[src/common/retirePkg.sv]
package retirePkg;

	// Rename slot sizing
	localparam int slotBits = 2;
	localparam int slotCount = 4;

	// Reorder buffer sizing
	localparam int robDepth = 8;
	localparam int robPtrBits = 3;

	// APB byte address of each low word
	// High word sits 0x20 above
	localparam logic [31:0] csrAddrMstatus = 32'h00;
	localparam logic [31:0] csrAddrMie = 32'h04;
	localparam logic [31:0] csrAddrMtvec = 32'h08;
	localparam logic [31:0] csrAddrMepc = 32'h0C;
	localparam logic [31:0] csrAddrMcause = 32'h10;
	localparam logic [31:0] csrAddrMip = 32'h14;

	// Synchronous exception codes
	localparam logic [63:0] causeInstrFault = 64'd1;
	localparam logic [63:0] causeIllegal = 64'd2;
	localparam logic [63:0] causeBreak = 64'd3;
	localparam logic [63:0] causeLoadFault = 64'd5;
	localparam logic [63:0] causeStoreFault = 64'd7;
	localparam logic [63:0] causeEcall = 64'd11;

	// Interrupt codes, bit 63 flags an interrupt
	localparam logic [63:0] causeSoftIrq = {1'b1, 63'd3};
	localparam logic [63:0] causeTimerIrq = {1'b1, 63'd7};
	localparam logic [63:0] causeExtIrq = {1'b1, 63'd11};

	// mstatus field positions
	localparam int mieBit = 3;
	localparam int mpieBit = 7;
	localparam int mppLow = 11;

endpackage

[src/commit/commitStage.sv]
`timescale 1ns/1ps

module commitStage import retirePkg::*; (
	input  logic                empty,
	input  logic [63:0]         headPc,
	input  logic [4:0]          headRd,
	input  logic [slotBits-1:0] headSlot,
	input  logic [7:0]          headFlags,
	input  logic                headWritten,
	input  logic                isMisPredict,
	input  logic                lsuFault,
	input  logic [63:0]         mstatusQ,
	input  logic [63:0]         mieQ,
	input  logic [63:0]         mipQ,
	input  logic [63:0]         mepcQ,
	input  logic [63:0]         mtvecQ,
	output logic                pop,
	output logic                commitValid,
	output logic                commitAbort,
	output logic                isTrap,
	output logic                isXRet,
	output logic [63:0]         redirectPc,
	output logic [63:0]         trapMcause,
	output logic [63:0]         trapMepc,
	output logic [63:0]         trapMstatus,
	output logic [63:0]         xretMstatus
);

	logic isBranch, isLoad, isStore, isEcall;
	logic isEbreak, isMret, isIllegal, isInstrFault;
	logic extOn, timerOn, softOn;
	logic loadFault, storeFault;
	logic irqTaken, excTaken, trapTaken, xretTaken;

	// Flag order matches the packing at the top level
	assign {isBranch, isLoad, isStore, isEcall,
		isEbreak, isMret, isIllegal, isInstrFault} = headFlags;

	// Interrupt enabled when pending, unmasked and MIE set
	// mip/mie bit index equals the interrupt code
	assign extOn = mipQ[11] & mieQ[11] & mstatusQ[mieBit];
	assign timerOn = mipQ[7] & mieQ[7] & mstatusQ[mieBit];
	assign softOn = mipQ[3] & mieQ[3] & mstatusQ[mieBit];
	assign irqTaken = extOn | timerOn | softOn;

	// LSU fault only counts before write-back
	assign loadFault = lsuFault & isLoad & ~headWritten;
	assign storeFault = lsuFault & isStore & ~headWritten;
	assign excTaken = isEcall | isEbreak | isIllegal | isInstrFault | loadFault | storeFault;

	assign trapTaken = ~empty & (irqTaken | excTaken);
	// Trap wins over mret on the same head
	assign xretTaken = ~empty & isMret & ~trapTaken;
	assign isTrap = trapTaken;
	assign isXRet = xretTaken;

	assign commitAbort = ~empty & ((isBranch & headWritten & isMisPredict) | isMret | trapTaken);
	// Retire needs write-back and no abort
	assign commitValid = ~empty & headWritten & ~commitAbort;
	assign pop = commitValid;

	// Mispredict target comes from the branch unit, not here
	assign redirectPc = trapTaken ? mtvecQ : (xretTaken ? mepcQ : '0);

	// Fixed cause priority
	always_comb begin
		if (extOn) trapMcause = causeExtIrq;
		else if (softOn) trapMcause = causeSoftIrq;
		else if (timerOn) trapMcause = causeTimerIrq;
		else if (isInstrFault) trapMcause = causeInstrFault;
		else if (isIllegal) trapMcause = causeIllegal;
		else if (isEbreak) trapMcause = causeBreak;
		else if (isEcall) trapMcause = causeEcall;
		else if (loadFault) trapMcause = causeLoadFault;
		else if (storeFault) trapMcause = causeStoreFault;
		else trapMcause = '0;
	end

	// Interrupted or faulting pc both point at the head
	assign trapMepc = headPc;

	// Trap entry: stash MIE into MPIE, disable, MPP to machine
	always_comb begin
		trapMstatus = mstatusQ;
		trapMstatus[mpieBit] = mstatusQ[mieBit];
		trapMstatus[mieBit] = 1'b0;
		trapMstatus[mppLow +: 2] = 2'b11;
	end

	// mret: restore MIE, MPIE back to one
	always_comb begin
		xretMstatus = mstatusQ;
		xretMstatus[mieBit] = mstatusQ[mpieBit];
		xretMstatus[mpieBit] = 1'b1;
	end

endmodule

[src/commit/reorderFifo.sv]
`timescale 1ns/1ps

module reorderFifo import retirePkg::*; (
	input  logic                CLK,
	input  logic                reset,
	input  logic                pushValid,
	output logic                pushReady,
	input  logic [63:0]         pushPc,
	input  logic [4:0]          pushRd,
	input  logic [slotBits-1:0] pushSlot,
	input  logic [7:0]          pushFlags,
	input  logic                pop,
	input  logic                flush,
	output logic                empty,
	output logic [63:0]         headPc,
	output logic [4:0]          headRd,
	output logic [slotBits-1:0] headSlot,
	output logic [7:0]          headFlags
);

	// Entry storage, one array per field
	logic [63:0] pcMem [robDepth];
	logic [4:0] rdMem [robDepth];
	logic [slotBits-1:0] slotMem [robDepth];
	logic [7:0] flagMem [robDepth];

	logic [robPtrBits-1:0] rdPtr;
	logic [robPtrBits-1:0] wrPtr;
	// One extra bit to tell full from empty
	logic [robPtrBits:0] count;
	logic pushFire;
	logic popFire;

	// Back-pressure while full
	assign pushReady = (count != (robPtrBits + 1)'(robDepth));
	assign empty = (count == '0);
	// Flush drops a same-cycle push
	assign pushFire = pushValid & pushReady & ~flush;
	assign popFire = pop & ~empty;

	always_ff @(posedge CLK) begin
		if (pushFire) begin
			pcMem[wrPtr] <= pushPc;
			rdMem[wrPtr] <= pushRd;
			slotMem[wrPtr] <= pushSlot;
			flagMem[wrPtr] <= pushFlags;
		end
	end

	always_ff @(posedge CLK) begin
		if (reset || flush) begin
			rdPtr <= '0;
			wrPtr <= '0;
			count <= '0;
		end else begin
			// Pointers wrap naturally at robDepth
			if (pushFire) wrPtr <= wrPtr + 1'b1;
			if (popFire) rdPtr <= rdPtr + 1'b1;
			case ({pushFire, popFire})
				2'b10: count <= count + 1'b1;
				2'b01: count <= count - 1'b1;
				default: count <= count;
			endcase
		end
	end

	// Head fields straight from the read pointer
	assign headPc = pcMem[rdPtr];
	assign headRd = rdMem[rdPtr];
	assign headSlot = slotMem[rdPtr];
	assign headFlags = flagMem[rdPtr];

endmodule

[src/verilog/machineCsr.sv]
`timescale 1ns/1ps

module machineCsr import retirePkg::*; (
	input  logic        CLK,
	input  logic        reset,
	input  logic        PSEL,
	input  logic        PENABLE,
	input  logic        PWRITE,
	input  logic [31:0] PADDR,
	input  logic [31:0] PWDATA,
	output logic [31:0] PRDATA,
	output logic        PREADY,
	output logic        PSLVERR,
	input  logic        extIrq,
	input  logic        timerIrq,
	input  logic        softIrq,
	input  logic        isTrap,
	input  logic        isXRet,
	input  logic [63:0] trapMcause,
	input  logic [63:0] trapMepc,
	input  logic [63:0] trapMstatus,
	input  logic [63:0] xretMstatus,
	output logic [63:0] mstatusQ,
	output logic [63:0] mieQ,
	output logic [63:0] mipQ,
	output logic [63:0] mepcQ,
	output logic [63:0] mtvecQ
);

	logic [63:0] mcauseQ;
	logic [31:0] csrBase;
	logic hiHalf;
	logic addrHit;
	logic apbAccess;
	logic apbWrite;
	logic [63:0] readWord;

	// Replace one 32-bit half of a CSR
	function automatic logic [63:0] mergeHalf(input logic [63:0] oldVal, input logic hi,
		input logic [31:0] data);
		mergeHalf = hi ? {data, oldVal[31:0]} : {oldVal[63:32], data};
	endfunction

	// Bit 5 picks the high word
	assign hiHalf = PADDR[5];
	assign csrBase = {PADDR[31:6], 1'b0, PADDR[4:0]};

	always_comb begin
		addrHit = 1'b1;
		case (csrBase)
			csrAddrMstatus: readWord = mstatusQ;
			csrAddrMie: readWord = mieQ;
			csrAddrMtvec: readWord = mtvecQ;
			csrAddrMepc: readWord = mepcQ;
			csrAddrMcause: readWord = mcauseQ;
			csrAddrMip: readWord = mipQ;
			default: begin
				addrHit = 1'b0;
				readWord = '0;
			end
		endcase
	end

	// No wait states
	assign PREADY = 1'b1;
	assign PRDATA = hiHalf ? readWord[63:32] : readWord[31:0];
	assign apbAccess = PSEL & PENABLE;
	assign PSLVERR = apbAccess & ~addrHit;
	// mip decodes but ignores writes
	assign apbWrite = apbAccess & PWRITE & addrHit;

	always_ff @(posedge CLK) begin
		if (reset) begin
			mstatusQ <= '0;
			mieQ <= '0;
			mipQ <= '0;
			mepcQ <= '0;
			mcauseQ <= '0;
			mtvecQ <= '0;
		end else begin
			// Pending lines land one cycle late
			mipQ <= {52'b0, extIrq, 3'b0, timerIrq, 3'b0, softIrq, 3'b0};
			if (apbWrite && csrBase == csrAddrMie) mieQ <= mergeHalf(mieQ, hiHalf, PWDATA);
			if (apbWrite && csrBase == csrAddrMtvec) mtvecQ <= mergeHalf(mtvecQ, hiHalf, PWDATA);
			// Trap and mret beat software writes
			if (isTrap) begin
				mstatusQ <= trapMstatus;
				mepcQ <= trapMepc;
				mcauseQ <= trapMcause;
			end else begin
				if (isXRet) mstatusQ <= xretMstatus;
				else if (apbWrite && csrBase == csrAddrMstatus)
					mstatusQ <= mergeHalf(mstatusQ, hiHalf, PWDATA);
				if (apbWrite && csrBase == csrAddrMepc) mepcQ <= mergeHalf(mepcQ, hiHalf, PWDATA);
				if (apbWrite && csrBase == csrAddrMcause)
					mcauseQ <= mergeHalf(mcauseQ, hiHalf, PWDATA);
			end
		end
	end

endmodule

[src/verilog/renameState.sv]
`timescale 1ns/1ps

module renameState import retirePkg::*; (
	input  logic                CLK,
	input  logic                reset,
	input  logic                wbValid,
	input  logic [4:0]          wbRd,
	input  logic [slotBits-1:0] wbSlot,
	input  logic                retire,
	input  logic [4:0]          retireRd,
	input  logic [slotBits-1:0] retireSlot,
	input  logic                flush,
	input  logic [4:0]          headRd,
	input  logic [slotBits-1:0] headSlot,
	output logic                headWritten
);

	// Committed slot of each architectural register
	logic [slotBits-1:0] archSlot [32];
	// Written-back slots per register
	logic [slotCount-1:0] wbLog [32];

	always_ff @(posedge CLK) begin
		if (reset) begin
			for (int r = 0; r < 32; r++) begin
				archSlot[r] <= '0;
				// Slot 0 holds the reset value, counts as written
				wbLog[r] <= slotCount'(1);
			end
		end else if (flush) begin
			// Squashed slots drop out, committed ones stay
			for (int r = 0; r < 32; r++) begin
				wbLog[r] <= slotCount'(1) << archSlot[r];
			end
		end else begin
			if (wbValid) begin
				wbLog[wbRd][wbSlot] <= 1'b1;
			end
			if (retire) begin
				archSlot[retireRd] <= retireSlot;
				// Old committed slot becomes free
				if (archSlot[retireRd] != retireSlot) begin
					wbLog[retireRd][archSlot[retireRd]] <= 1'b0;
				end
			end
		end
	end

	// Head lookup for commit
	assign headWritten = wbLog[headRd][headSlot];

endmodule

[src/verilog/retireCore.sv]
`timescale 1ns/1ps

module retireCore import retirePkg::*; (
	input  logic                CLK,
	input  logic                reset,
	// Dispatch
	input  logic                dispatchValid,
	output logic                dispatchReady,
	input  logic [63:0]         dispatchPc,
	input  logic [4:0]          dispatchRd,
	input  logic [slotBits-1:0] dispatchSlot,
	input  logic                isBranch,
	input  logic                isLoad,
	input  logic                isStore,
	input  logic                isEcall,
	input  logic                isEbreak,
	input  logic                isMret,
	input  logic                isIllegal,
	input  logic                isInstrFault,
	// Write-back
	input  logic                wbValid,
	input  logic [4:0]          wbRd,
	input  logic [slotBits-1:0] wbSlot,
	// Execution outcome at the head
	input  logic                isMisPredict,
	input  logic                lsuFault,
	// Interrupt lines
	input  logic                extIrq,
	input  logic                timerIrq,
	input  logic                softIrq,
	// APB slave
	input  logic                PSEL,
	input  logic                PENABLE,
	input  logic                PWRITE,
	input  logic [31:0]         PADDR,
	input  logic [31:0]         PWDATA,
	output logic [31:0]         PRDATA,
	output logic                PREADY,
	output logic                PSLVERR,
	// Commit results
	output logic                commitValid,
	output logic [63:0]         commitPc,
	output logic                commitAbort,
	output logic                isTrap,
	output logic                isXRet,
	output logic [63:0]         redirectPc
);

	logic pop, empty, headWritten;
	logic [4:0] headRd;
	logic [slotBits-1:0] headSlot;
	logic [7:0] headFlags;
	logic [63:0] mstatusQ, mieQ, mipQ, mepcQ, mtvecQ;
	logic [63:0] trapMcause, trapMepc, trapMstatus, xretMstatus;

	// Head pc is the retiring pc
	reorderFifo fifo (
		.CLK(CLK), .reset(reset),
		.pushValid(dispatchValid), .pushReady(dispatchReady),
		.pushPc(dispatchPc), .pushRd(dispatchRd), .pushSlot(dispatchSlot),
		.pushFlags({isBranch, isLoad, isStore, isEcall, isEbreak, isMret, isIllegal, isInstrFault}),
		.pop(pop), .flush(commitAbort), .empty(empty),
		.headPc(commitPc), .headRd(headRd), .headSlot(headSlot), .headFlags(headFlags)
	);

	// Retire commits the head's rd and slot
	renameState rename (
		.CLK(CLK), .reset(reset),
		.wbValid(wbValid), .wbRd(wbRd), .wbSlot(wbSlot),
		.retire(commitValid), .retireRd(headRd), .retireSlot(headSlot),
		.flush(commitAbort), .headRd(headRd), .headSlot(headSlot),
		.headWritten(headWritten)
	);

	commitStage commit (
		.empty(empty), .headPc(commitPc), .headRd(headRd), .headSlot(headSlot),
		.headFlags(headFlags), .headWritten(headWritten),
		.isMisPredict(isMisPredict), .lsuFault(lsuFault),
		.mstatusQ(mstatusQ), .mieQ(mieQ), .mipQ(mipQ), .mepcQ(mepcQ), .mtvecQ(mtvecQ),
		.pop(pop), .commitValid(commitValid), .commitAbort(commitAbort),
		.isTrap(isTrap), .isXRet(isXRet), .redirectPc(redirectPc),
		.trapMcause(trapMcause), .trapMepc(trapMepc),
		.trapMstatus(trapMstatus), .xretMstatus(xretMstatus)
	);

	machineCsr csr (
		.CLK(CLK), .reset(reset),
		.PSEL(PSEL), .PENABLE(PENABLE), .PWRITE(PWRITE), .PADDR(PADDR), .PWDATA(PWDATA),
		.PRDATA(PRDATA), .PREADY(PREADY), .PSLVERR(PSLVERR),
		.extIrq(extIrq), .timerIrq(timerIrq), .softIrq(softIrq),
		.isTrap(isTrap), .isXRet(isXRet), .trapMcause(trapMcause), .trapMepc(trapMepc),
		.trapMstatus(trapMstatus), .xretMstatus(xretMstatus),
		.mstatusQ(mstatusQ), .mieQ(mieQ), .mipQ(mipQ), .mepcQ(mepcQ), .mtvecQ(mtvecQ)
	);

endmodule
[config.mk]
export PLATFORM = sky130hd
export DESIGN_NAME = retireCore
export DESIGN_NICKNAME = d
export VERILOG_FILES = /design/src/common/retirePkg.sv /design/src/commit/commitStage.sv /design/src/commit/reorderFifo.sv /design/src/verilog/machineCsr.sv /design/src/verilog/renameState.sv /design/src/verilog/retireCore.sv
export SDC_FILE = /design/constraint.sdc
export NUM_CORES = 2
export LEC_CHECK = 0
export BUFFER_PORTS_ARGS = -buffer_cell sky130_fd_sc_hd__clkbuf_2
export CORE_MARGIN = 3
export CORE_UTILIZATION = 60
export DETAILED_ROUTE_END_ITERATION = 8
export PLACE_DENSITY = 0.81
export SETUP_SLACK_MARGIN = 0.1
export SLEW_MARGIN = 0
export SYNTH_ARGS = -nofsm -noshare
export SYNTH_HDL_FRONTEND = slang
export SYNTH_SLANG_ARGS = --single-unit
[constraint.sdc]
create_clock -name CLK -period 15.26 [get_ports CLK]
set_clock_uncertainty 0.05 [all_clocks]
set_input_delay 0.763 -clock CLK [delete_from_list [all_inputs] [get_ports CLK]]
set_output_delay 0.763 -clock CLK [all_outputs]
set_load 0.03 [all_outputs]
Yosys cells after proc, flatten, opt, wreduce, memory -nomap -nowiden
Memory sizes are Yosys's and may differ from the RTL's. A register that Yosys moved wholly into a read port is not among the register bits.
Cells that the tools add are included.
{"block": "totals", "output_inout_bits": 167, "in_bits": 162, "mem_count": 6, "ff_bits": 394, "latch_bits": 0, "romBits": 0, "mem_bits_rw": 824}
{"block": "op_classes", "n_reduce_logical": 35, "add_sub_neg": 4, "n_mul": 0, "div": 0, "eq_ne": 13, "magnitude_cmp": 5, "bitwise_logic": 74, "mux": 99, "shift": 32}
{"name": "fifo.pcMem", "words": 8, "word_bits": 64, "rd": 1, "rd_ports_with_merged_regs": 1, "write_ports": 1, "line": "reorderFifo.sv:22", "source": "logic [63:0] pcMem [robDepth];"}
{"name": "rename.wbLog", "words": 32, "word_bits": 4, "rd": 1, "rd_ports_with_merged_regs": 0, "write_ports": 32, "line": "renameState.sv:21", "source": "logic [slotCount-1:0] wbLog [32];"}
{"name": "fifo.flagMem", "words": 8, "word_bits": 8, "rd": 1, "rd_ports_with_merged_regs": 1, "write_ports": 1, "line": "reorderFifo.sv:25", "source": "logic [7:0] flagMem [robDepth];"}
{"name": "rename.archSlot", "words": 32, "word_bits": 2, "rd": 33, "rd_ports_with_merged_regs": 0, "write_ports": 32, "line": "renameState.sv:19", "source": "logic [slotBits-1:0] archSlot [32];"}
{"name": "fifo.rdMem", "words": 8, "word_bits": 5, "rd": 1, "rd_ports_with_merged_regs": 1, "write_ports": 1, "line": "reorderFifo.sv:23", "source": "logic [4:0] rdMem [robDepth];"}
{"name": "fifo.slotMem", "words": 8, "word_bits": 2, "rd": 1, "rd_ports_with_merged_regs": 1, "write_ports": 1, "line": "reorderFifo.sv:24", "source": "logic [slotBits-1:0] slotMem [robDepth];"}
{"operator": "64-bit 2-to-1 mux", "n": 15}
{"operator": "64-bit case mux with 6 select lines", "n": 1}
{"operator": "4-bit 2-to-1 mux", "n": 38}
{"operator": "1-bit by 2-bit << shifter with 4-bit output, first input constant", "n": 32}
{"operator": "31-bit by 4-bit == test with 1-bit output, second input constant", "n": 2}
{"operator": "31-bit by 5-bit == test with 1-bit output, second input constant", "n": 2}
{"operator": "13-bit 2-to-1 mux", "n": 4}
{"operator": "1-bit OR", "n": 42}
{"operator": "32-bit zero test", "n": 1}
{"operator": "32-bit 2-to-1 mux", "n": 1}
{"operator": "31-bit by 3-bit == test with 1-bit output, second input constant", "n": 1}
{"operator": "3-bit 2-to-1 mux", "n": 9}
{"operator": "1-bit bitwise AND", "n": 25}
{"operator": "1-bit 2-to-1 mux", "n": 23}
{"operator": "2-bit AND reduction", "n": 10}
{"operator": "5-bit 2-to-1 mux", "n": 3}
{"operator": "2-bit nonzero test", "n": 6}
{"operator": "2-bit by 3-bit < comparator with 1-bit output, second input constant", "n": 3}
{"operator": "4-bit case mux with 2 select lines", "n": 1}
{"operator": "4-bit AND reduction", "n": 2}
{"operator": "4-bit OR reduction", "n": 2}
{"operator": "1-bit logical AND", "n": 7}
{"operator": "1-bit NOT", "n": 7}
{"operator": "3-bit by 1-bit adder with 3-bit output, second input constant", "n": 2}
{"operator": "other kinds (18)", "n": 23}

Depth between registers and ports, before layout
An unclocked memory read counts as a cell.
{"block": "depth", "depth_word": 19, "ltp_mapped": 23, "depth_no_buf": 18}

Modules after synthesis
Synthesis repeated with hierarchy kept, for this count alone.
{"block": "unflattened", "cells_unflattened": 4773, "area_unflattened_um2": 55947.4}
{"mod": "reorderFifo", "area_each_um2": 24394.6, "seq_area_each_um2": 19238.5, "instances": 1, "cells_each": 992}
{"mod": "machineCsr", "area_each_um2": 17042.6, "seq_area_each_um2": 6466.2, "instances": 1, "cells_each": 2177}
{"mod": "renameState", "area_each_um2": 11736.3, "seq_area_each_um2": 4484.3, "instances": 1, "cells_each": 1240}
{"mod": "commitStage", "area_each_um2": 2773.9, "seq_area_each_um2": 0.0, "instances": 1, "cells_each": 364}

Worst setup path before layout
Ideal clock, no wire load.
{"block": "synth_timing", "kind": "flip-flop to flip-flop", "startpoint": "register (tool-made name)", "endpoint": "memory fifo.flagMem[0][0] (enable)", "n_path_buf": 3, "path_stages_with_launch": 15, "setup_ps": 711, "arrival_ps": 10756, "required_ps": 14499, "setup_slack_ps": 3743, "path_cell_list": "dfxtp_1 buf_4 mux2_1 mux4_2 buf_4 buf_2 mux2i_1 mux2i_1 o22ai_1 nor4_1 o221ai_1 a21o_1 a211oi_2 inv_1 nor4_1"}
{"item": "end, declared", "line": "reorderFifo.sv:25"}

==> out/qor.csv <==
stage,metric,value,unit
status,status,"finished, final reports clean",
setup_path,crit_top_cell,mux2i_1,
setup_path,worstReg2RegEnd,fifo.pcMem[6][55]$_DFFE_PP_,
setup_path,crit_chain,mux2_1 > mux4_2 > mux2i_1 > mux2i_1 > o22ai_1 > nor4_1 > o221ai_1 > a21oi_2 > o21a_4 > inv_2 > buf_4 > a22o_1 > clkbuf_2,
logic_synthesis,synth_cell_types,72,
pwr,p_per_area,154,nW/um^2
placed_design,globalplace.congestion,0.950,
logic_synthesis,synth_commonest_cells,"edfxtp_1, nand2_1, dfxtp_1",
setup_path,r2r_cells,12,
global_routing,grt_start_max_net_pins,118,
routing,drtIter0Drc,6971,
clock_network,clkSlewWorstSetupHoldPaths,0.06,ns
clock_network,clock_latency,0.70,ns
logic_synthesis,yosys.area.top_type_share,0.409,
floorplan,fp.dieH,298,um
clock_network,cts_root_buffer,clkbuf_16,
logic_synthesis,ys_top_cells_by_area,"edfxtp_1, dfxtp_1, mux4_2",
global_routing,grt_pass1_vias,37300,
floorplan,die_area,88800,sq um
floorplan,initial_utilization,0.608,
layout,final_area,57100,sq um
sta,fin_tns_setup,0,ns
clock_network,cts-resized-gates,0,
setup_path,max_stage_delay,0.92,ns
setup_path,critPathLaunchType,flip-flop,
global_routing,grt_usage,0.369,
sta,fin_crit,7.47,ns
logic_synthesis,syn_nets,4403,
routing,vias_per_cell,7.02,
sta,slew_headroom,0.165,
placed_design,placed_cell_area,53300,sq um
min_path,hp-class,in -> reg,
global_routing,gr-total-overflow,0,
setup_path,critical_path.top_delay_family,compound AO/OA/AOI/OAI gates,
logic_synthesis,yosys_register_bits,1160,
logic_synthesis,ys_warn_count,0,
setup_path,cp_slowest_cell,mux4_2,
clock_network,cts_tree,yes,
logic_synthesis,synth_top_flop_cell,edfxtp_1,
pwr,leakagePower,19.5,nW
setup_path,endpoint,redirectPc[3],
setup_path,crit_path_end_kind,output pin,
clock_network,htreeDepth,3,
routing,drc,0,
sta,finalHoldViolations,0,
setup_path,reg2reg_slack,8.02,ns
pwr,power_frac_seq,0.435,
sta,final_max_slew_viol_count,0,
placed_design,port_buffers,327,
floorplan,row_count,106,
routing,routed_wl,169000,um
floorplan,core_area,84100,sq um
setup_path,crit_cells,13,
pwr,p_int,5.80,mW
placed_design,dp_hpwl,97400,um
sta,report.final.setup_viol,0,
setup_path,crit_fanout,83,
min_path,hold_depth,2,
setup_path,worstSetupPathType,reg -> out,
logic_synthesis,synthCells,4236,
setup_path,crit_buf_inv,3,
global_routing,grt_pass1_wl,247000,um
clock_network,cts_buffer_depth,3,
flow_run,maxCapViolCount,0,
logic_synthesis,async_flop_share,0,
layout,drive_above_1_share,0.202,
logic_synthesis,synthesis.area,51200,sq um
sta,holdWs,0.236,ns
pwr,p_comb_frac,0.245,
sta,finalCritPeriodShare,0.490,
layout,final_nets,4535,
clock_network,post_cts_buffers,0,
clock_network,cts_sinks,1160,
layout,areaGrowthSynthToFinish,11.6,%
sta,rsz0062_at_grt,false,
floorplan,num_io_pins,329,
sta,clock.fmax,134,MHz
pwr,ir_drop,166,uV
routing,ant_nets,0,
pwr,power.switching,2.97,mW
logic_synthesis,synth_edf_count,696,
logic_synthesis,avgSynthCellArea,12.1,sq um
global_routing,antenna_found_initial,22,
logic_synthesis,yosysSeqAreaShare,0.590,
routing,routedWlPerCell,30.1,um
pwr,p_sw_frac,0.338,
clock_network,cts-buffers-inserted,109,
clock_network,ctsHoldBuffers,0,
pwr,power_frac_clock,0.320,
floorplan,die_w,298,um
setup_path,cp.arrival,6.66,ns
routing,vias,39400,
logic_synthesis,synth_largest_area_cell,edfxtp_1,
sta,worst_pin_slew,1.25,ns
routing,drtPass1Iterations,9,
logic_synthesis,synth_most_common_cell,edfxtp_1,
setup_path,cp.required,14.45,ns
stage by stage:
| stage | power [mW] | utilization | setup WS, ns | cells |
|---|---|---|---|---|
| after floorplan | 5.23 | - | 3.74 | 4236 |
| after global placement | 5.83 | 0.634 | 8.22 | 5390 |
| after detailed placement | 5.88 | 0.634 | 8.11 | 5390 |
| after CTS | 8.67 | 0.678 | 7.89 | 5596 |
| after global routing | 8.96 | 0.679 | 7.59 | 5601 |
| final | 8.77 | 0.679 | 7.79 | 5608 |
power groups by stage:
stage	Clock, mW	Combinational (mW)	Sequential, mW
after floorplan	0	1.42	3.82
after global placement	0	2.00	3.83
after detailed placement	0	2.03	3.85
after CTS	2.81	2.06	3.80
after global routing	2.92	2.21	3.83
final	2.81	2.15	3.81
per-layer routing:
layer | global-route usage | vias to the layer above | routed length [um]
met2 | 0.573 | 3361 | 77600
met1 | 0.483 | 19100 | 58200
met3 | 0.111 | 585 | 24200
met5 | 0 | - | 123
li1 | - | 16200 | -
met4 | 0.167 | 18 | 8870
area by class of cell:
cell class | count | area (sq um)
Sequential cell | 1160 | 30200
Tap cell | 1134 | 1420
Timing Repair Buffer | 399 | 2200
Clock inverter | 61 | 646
Inverter | 41 | 161
Multi-Input combinational cell | 2657 | 19400
Clock buffer | 145 | 3030
Antenna cell | 11 | 27.5
Fill cell | 5844 | 27000
how the worst min path moves through the flow:
stage | startpoint | endpoint | slack, ns
finish | extIrq | csr.mipQ[11]$_SDFF_PP0_ | 0.24
global route | extIrq | csr.mipQ[11]$_SDFF_PP0_ | 0.25
CTS | extIrq | csr.mipQ[11]$_SDFF_PP0_ | 0.20
detailed placement | csr.mieQ[46]$_SDFFE_PP0P_ | csr.mieQ[46]$_SDFFE_PP0P_ | 0.40
global placement | csr.mieQ[31]$_SDFFE_PP0P_ | csr.mieQ[31]$_SDFFE_PP0P_ | 0.39
floorplan | csr.mieQ[31]$_SDFFE_PP0P_ | csr.mieQ[31]$_SDFFE_PP0P_ | 0.38
sequential cells by signal, indices dropped and copies added, names as in the netlist, named ones only:
signal and cells:
csr.mtvecQ 64, fifo.slotMem 16, fifo.flagMem 64, fifo.wrPtr 3, csr.mieQ 64, fifo.pcMem 512, rename.wbLog 128, fifo.rdPtr 3
csr.mepcQ 64, rename.archSlot 64, csr.mipQ 3, fifo.rdMem 40, csr.mcauseQ 64, fifo.count 4, csr.mstatusQ 64
logic make-up (layout without fill, tap and decap cells):
kind of cell | after synthesis | in the layout | synth area share
AND/OR/NAND/NOR | 1392 | 1392 | 0.119
flip-flops | 1160 | 1160 | 0.590
AO/OA/AOI/OAI | 703 | 703 | 0.0977
multiplexers | 548 | 548 | 0.156
buffers and inverters | 419 | 646 | 0.0345
XOR/XNOR | 8 | 8 | 0.00137
adder cells (fa/ha/maj) | 5 | 5 | 0.00122
other | 1 | 12 | 0.0000733
placed cells by master, fill, tap and decap left out, drive strengths merged, types with 81 or more instances in the layout:
cell type	n
a211oi	81
a21oi	265
a22o	82
a32oi	99
clkbuf	470
dfxtp	464
edfxtp	696
mux2	82
mux2i	277
mux4	189
nand2	568
nand3	214
nor2	373
worst register-to-register path, stage by stage (launching register included):
cell	delay [ns]
dfxtp_4	0.63
buf_4	0.58
buf_12	0.73
mux4_2	0.74
nor3_1	0.22
a21oi_1	0.13
or3_1	0.48
nor2_1	0.19
a21boi_0	0.30
a211oi_2	0.61
nand2_1	0.37
nor2_4	0.93
buf_4	0.84
Power figures use the tool's default switching activity.
